### src/design/matmul_consts.svh
/* array geometry, run length, core count and fixed-point widths
   shared by the matmul subsystem */

`ifndef MATMUL_CONSTS_SVH
`define MATMUL_CONSTS_SVH

// grid and run sizes
`define MM_ARRAY_DIM 2   // rows and columns of one core.
`define MM_INNER_DIM 8   // operand vectors per run.
`define MM_NUM_CORES 2   // cores sharing the north stream.

// fixed point, signed Q8.8
`define MM_DATA_W 16     // operand and result width.
`define MM_FRAC_W 8      // fraction bits.
`define MM_ACC_W 40      // accumulator width, leaves headroom for the sum.

// sequencer
`define MM_CNT_W 5       // feed and flush counter width.

`endif

### src/design/matmul_pkg.sv
/* fixed-point operand, accumulator and vector types
   plus the sequencer state encoding */

`include "matmul_consts.svh"

package matmul_pkg;

    typedef logic signed [`MM_DATA_W-1:0] fixed_t;  // one Q8.8 value.
    typedef logic signed [`MM_ACC_W-1:0]  acc_t;    // full-width running sum.

    // element i sits at bits [i*DATA_W +: DATA_W]
    typedef logic [`MM_ARRAY_DIM*`MM_DATA_W-1:0] vec_t;

    // element (i,j) sits at index i*ARRAY_DIM+j, row-major.
    typedef logic [`MM_ARRAY_DIM*`MM_ARRAY_DIM*`MM_DATA_W-1:0] result_t;

    typedef enum logic [1:0] {
        IDLE,   // waiting for start.
        FEED,   // operand vectors enter the array.
        FLUSH,  // skew drains, inputs are zero.
        LOAD    // results latch this cycle.
    } ctrl_state_t;

endpackage

### src/design/matmul_ctrl.sv
/* run sequencer: clears the accumulators, opens the feed window,
   waits out the skew and loads the results */

`timescale 1ns/1ps
`include "matmul_consts.svh"

module matmul_ctrl (
    input  logic clk,
    input  logic rst,
    input  logic start,
    output logic feed,
    output logic clear_acc,
    output logic load_result,
    output logic busy,
    output logic done
);

    localparam logic [`MM_CNT_W-1:0] FEED_LAST  = `MM_INNER_DIM - 1;
    localparam logic [`MM_CNT_W-1:0] FLUSH_LAST = 2 * `MM_ARRAY_DIM - 2;

    matmul_pkg::ctrl_state_t  state;
    logic [`MM_CNT_W-1:0]     cnt;   // cycles spent in FEED or FLUSH.

    always_ff @(posedge clk) begin
        if (rst) begin
            state       <= matmul_pkg::IDLE;
            cnt         <= '0;
            feed        <= 1'b0;
            clear_acc   <= 1'b0;
            load_result <= 1'b0;
            busy        <= 1'b0;
            done        <= 1'b0;
        end else begin
            clear_acc   <= 1'b0;         // single-cycle pulses by default.
            load_result <= 1'b0;
            done        <= load_result;  // one cycle behind the load.
            case (state)
                matmul_pkg::IDLE: begin
                    if (start) begin
                        state     <= matmul_pkg::FEED;
                        cnt       <= '0;
                        feed      <= 1'b1;
                        clear_acc <= 1'b1;
                        busy      <= 1'b1;
                    end
                end
                matmul_pkg::FEED: begin
                    if (cnt == FEED_LAST) begin
                        state <= matmul_pkg::FLUSH;
                        cnt   <= '0;
                        feed  <= 1'b0;   // last vector taken at this edge.
                    end else begin
                        cnt <= cnt + 1'b1;
                    end
                end
                matmul_pkg::FLUSH: begin
                    if (cnt == FLUSH_LAST) begin
                        state       <= matmul_pkg::LOAD;
                        cnt         <= '0;
                        load_result <= 1'b1;
                    end else begin
                        cnt <= cnt + 1'b1;
                    end
                end
                matmul_pkg::LOAD: begin
                    state <= matmul_pkg::IDLE;
                    busy  <= 1'b0;       // falls with done rising.
                end
                default: state <= matmul_pkg::IDLE;
            endcase
        end
    end

    a_feed_done_excl: assert property (
        @(posedge clk) disable iff (rst) !(feed && done));

    a_done_single: assert property (
        @(posedge clk) disable iff (rst) done |=> !done);

endmodule

### config.mk
export PLATFORM = sky130hd
export DESIGN_NAME = matmul_ctrl
export DESIGN_NICKNAME = d
export VERILOG_FILES = /design/src/design/matmul_pkg.sv /design/src/design/matmul_ctrl.sv
export VERILOG_INCLUDE_DIRS = /design/src /design/src/design
export SDC_FILE = /design/constraint.sdc
export NUM_CORES = 1
export LEC_CHECK = 0
export ABC_CLOCK_PERIOD_IN_PS = 1680
export BUFFER_PORTS_ARGS = -buffer_cell sky130_fd_sc_hd__clkbuf_2
export CAP_MARGIN = 20
export CORE_AREA = 3 3 47 49
export CTS_BUF_LIST = sky130_fd_sc_hd__clkbuf_8
export DETAILED_ROUTE_END_ITERATION = 6
export DIE_AREA = 0 0 50 52
export SLEW_MARGIN = 20
export SYNTH_ARGS = -nofsm -noshare
export SYNTH_HDL_FRONTEND = slang
export SYNTH_SLANG_ARGS = --single-unit
export TNS_END_PERCENT = 20
### constraint.sdc
create_clock -name clk -period 1.68 [get_ports clk]
set_input_delay 0.168 -clock clk [delete_from_list [all_inputs] [get_ports clk]]
set_output_delay 0.168 -clock clk [all_outputs]
set_load 0.005 [all_outputs]
==> key figures <==
Outcome
  • Run status: finished, violations left
  • Failing checks: setup timing

Drt
  • Total Wirelength: roughly 1.2 mm
  • DRC violations left: 0
  • Routed Antenna Nets: 0
  • Pre-Repair DR Iteration Count: 4
  • Vias per cell: 4.66
  • Wire per inst: between 10 and 15 um
  • Iter 0 DRT Violations: 11
  • Routed vias: around 520

Worst hold path
  • Hold WC Path Type: in -> reg

Finish
  • Antenna Cells: 0
  • Area grow syn2layout: 27.5%
  • Fin nets: 97
  • Share of post-route cells with drive strength above 1: 27.1%

Worst setup path
  • Slowest-stage cell, CP: or4b_4
  • Setup CP Type: reg -> reg
  • CP max stage delay: 0.49 ns
  • Critical path fanouts, max: 4
  • CP Data Arrival Time: 1.81 ns
  • Family with the most delay on the worst path: simple AND/OR/NAND/NOR gates
  • Cell Chain, Critical Path: inv_2 -> ha_1 -> or4b_4 -> a22oi_1 -> or3_1 -> a21oi_1
  • Worst path bufs/invs: 1
  • CP startpoint kind: flip-flop
  • Crit path capture type: flip-flop
  • Req. time, crit path: 1.80 ns

Logic synthesis
  • Post-Syn Area per Cell: between 8 and 9 sq um
  • Count leader, synth: dfxtp_1
  • Synth Flop Type: dfxtp_1
  • Leading cell types by count after synthesis: 12 x dfxtp_1, 8 x a21oi_1, 8 x nand2_1, 7 x ha_1, 7 x nor2_1
  • Area contributors post-synth: dfxtp_1 38%, ha_1 14%, a21oi_1 6.3%
  • Distinct cells, synth: 22
  • Synth Cell Area: ~630 sq um
  • Post-synth ARST share: 0%
  • Post-synth top area share: 37.9%
  • Mapped Nets: 81
  • Syn Inst Count: 71
  • Ys Warns: 0
  • Number of synthesized flops with an enable pin: 0
  • Cell taking the most area after synthesis: dfxtp_1
  • #FFs+latches synth: 12
  • Sequential share of the synthesized area: 37.9%

Pwr
  • Net Switching: 0.433 mW
  • Leak Pwr: 0.336 nW
  • Peak supply drop: ~900 uV
  • Sw frac: 37.2%
  • Combinational Power Share: 44.6%
  • Int Pwr: between 0.7 and 0.8 mW
  • Sequential Power Share: 33.0%
  • P per Cell Area: approximately 1400 nW/um^2
  • Clk network pwr share: approximately 22%
  • Total power: 1.17 mW

Clock tree
  • CTS Buffer Depth: 2
  • Clock buffer count from CTS: 3
  • H-tree depth: 1
  • Clock sink count: 12
  • Clock transition at path regs: 0.05 ns
  • Worst-skew pair later-pin latency: ~0.24 ns
  • Root Driver: clkbuf_8
  • Setup Buffers After CTS: 0
  • CTS tree: yes

Timing
  • Tmin final: 1.70 ns
  • Max-slew headroom: 77.7%
  • Max-slew violation count: 0
  • Fmax achieved: about 0.59 GHz
  • Setup TNS: -0.0358 ns
  • Setup ws final: -0.0151 ns
  • Slew @ Worst Pin: 0.334 ns
  • Setup Skew: 0.00129 ns
  • Final Setup Violations: 5
  • Hold WS: 0.220 ns
  • RSZ-0062 raised after global routing: yes
  • Final Hold Fails: 0
  • Crit share post-route: 101%

Floorplan
  • Initial Utilization: 33.3%
  • Chip Height: 52 um
  • Die Wd: 50 um
  • Core Footprint: 1900 sq um
  • I/O pin cnt: 8
  • FP Rows: 16
  • Die footprint: 2600 sq um

GRT
  • Initial antenna violation count: 0
  • Grt peak-use layer: met2
  • Total GRT Usage: 11.1%
  • Met3 usage: 5.16%
  • Largest net degree at the start of global routing: 13
  • Gr ovfl total: 0
  • Global-route wire length before repair: 2.13 mm
  • Met1 usage: roughly an eighth
  • Met2 Resource Use GR: 17.2%
  • Vias in the first global route: 475

Run
  • Total of max-cap violations: 0

Placement
  • GPL Wtd Cong: 0.763
  • Dpl ws: -0.0482 ns
  • # port buffers: 7
  • Final HPWL DP: 910 um
-- cells by family (layout without fill, tap and decap cells) --
group	Yosys count	in the layout	synth area share (%)
AOI/OAI and AO/OA	13	13	13.6
muxes	2	2	3.16
adders and majority gates	7	7	13.8
xor gates and xnor gates	2	2	2.77
and+or+nand+nor	31	31	26.3
DFF	12	12	37.9
buffers and inverters	4	18	2.37
-- area by class of cell --
cell class / instances / area, sq um
fill: 194 / 1090
tap: 27 / 33.8
sequential: 12 / 243
timing repair buffer: 12 / 72.6
multi-input combinational: 55 / 405
clock buffer: 3 / 41.3
inverter: 3 / 11.3
-- worst register-to-register path, cell delays in order, from the launching register on --
cell and delay, ns:
dfxtp_2 0.34, inv_2 0.05, ha_1 0.12, or4b_4 0.50, a22oi_1 0.34, or3_1 0.16, a21oi_1 0.06
-- per-layer routing --
layer  part of all wire [%]  wire length, um
met2                     47              562
met4                      0                0
met5                      0                0
met1                     49              585
met3                    4.7               57
-- registers in the layout (all words and copies together) (netlist names) --
name and flops:
busy 1, load_result 1, state 2, feed 1
done 1, cnt 5, clear_acc 1
-- power by group through the flow --
stage          logic (mW)  clock network, mW  registers (mW)
5_1_grt             0.586              0.290           0.390
3_5_place_dp        0.496                  0           0.387
3_3_place_gp        0.497                  0           0.384
2_1_floorplan       0.352                  0           0.384
6_report            0.520              0.261           0.385
4_1_cts             0.529              0.268           0.384
-- metrics by stage --
stage / cell area [sq um] / util, % / std cells
final: 807 / 42.4 / 112
after detailed placement: 754 / 39.7 / 109
after global placement: 754 / 39.7 / 109
after floorplan: 652 / - / 71
after CTS: 807 / 42.4 / 112
after global routing: 807 / 42.4 / 112
-- cell usage in the layout (no fill, tap or decap), types with 2 or more instances in the layout --
cell type  count
nand3_1        2
nor3b_1        2
inv_1          2
nor2b_1        3
dfxtp_2        2
a21oi_1        8
or3_1          4
clkbuf_8       3
ha_1           6
buf_4          5
nand2_1        8
nor2_1         7
xor2_1         2
clkbuf_2       7
mux2i_1        2
nor3_1         2
dfxtp_1       10
-- final timing paths --
| kind | depth (start not counted) | startpoint | end | slack (ns) |
|---|---|---|---|---|
| setup / recovery | 6 | cnt[0] | cnt[0] | -0.02 |
| hold / removal | 3 | start | clear_acc | 0.22 |
| setup reg to reg | 6 | cnt[0] | cnt[0] | -0.02 |
| hold reg to reg | 1 | load_result | done | 0.47 |
-- timing repair --
item,in CTS,in global routing
endpoints found under the hold margin,0,0
hold buffers,0,0
endpoints found under the setup margin,6,6
gates resized for setup,2,0
gates cloned,0,0
pin swaps,1,1
No activity file was read; power rests on OpenSTA's default activity.
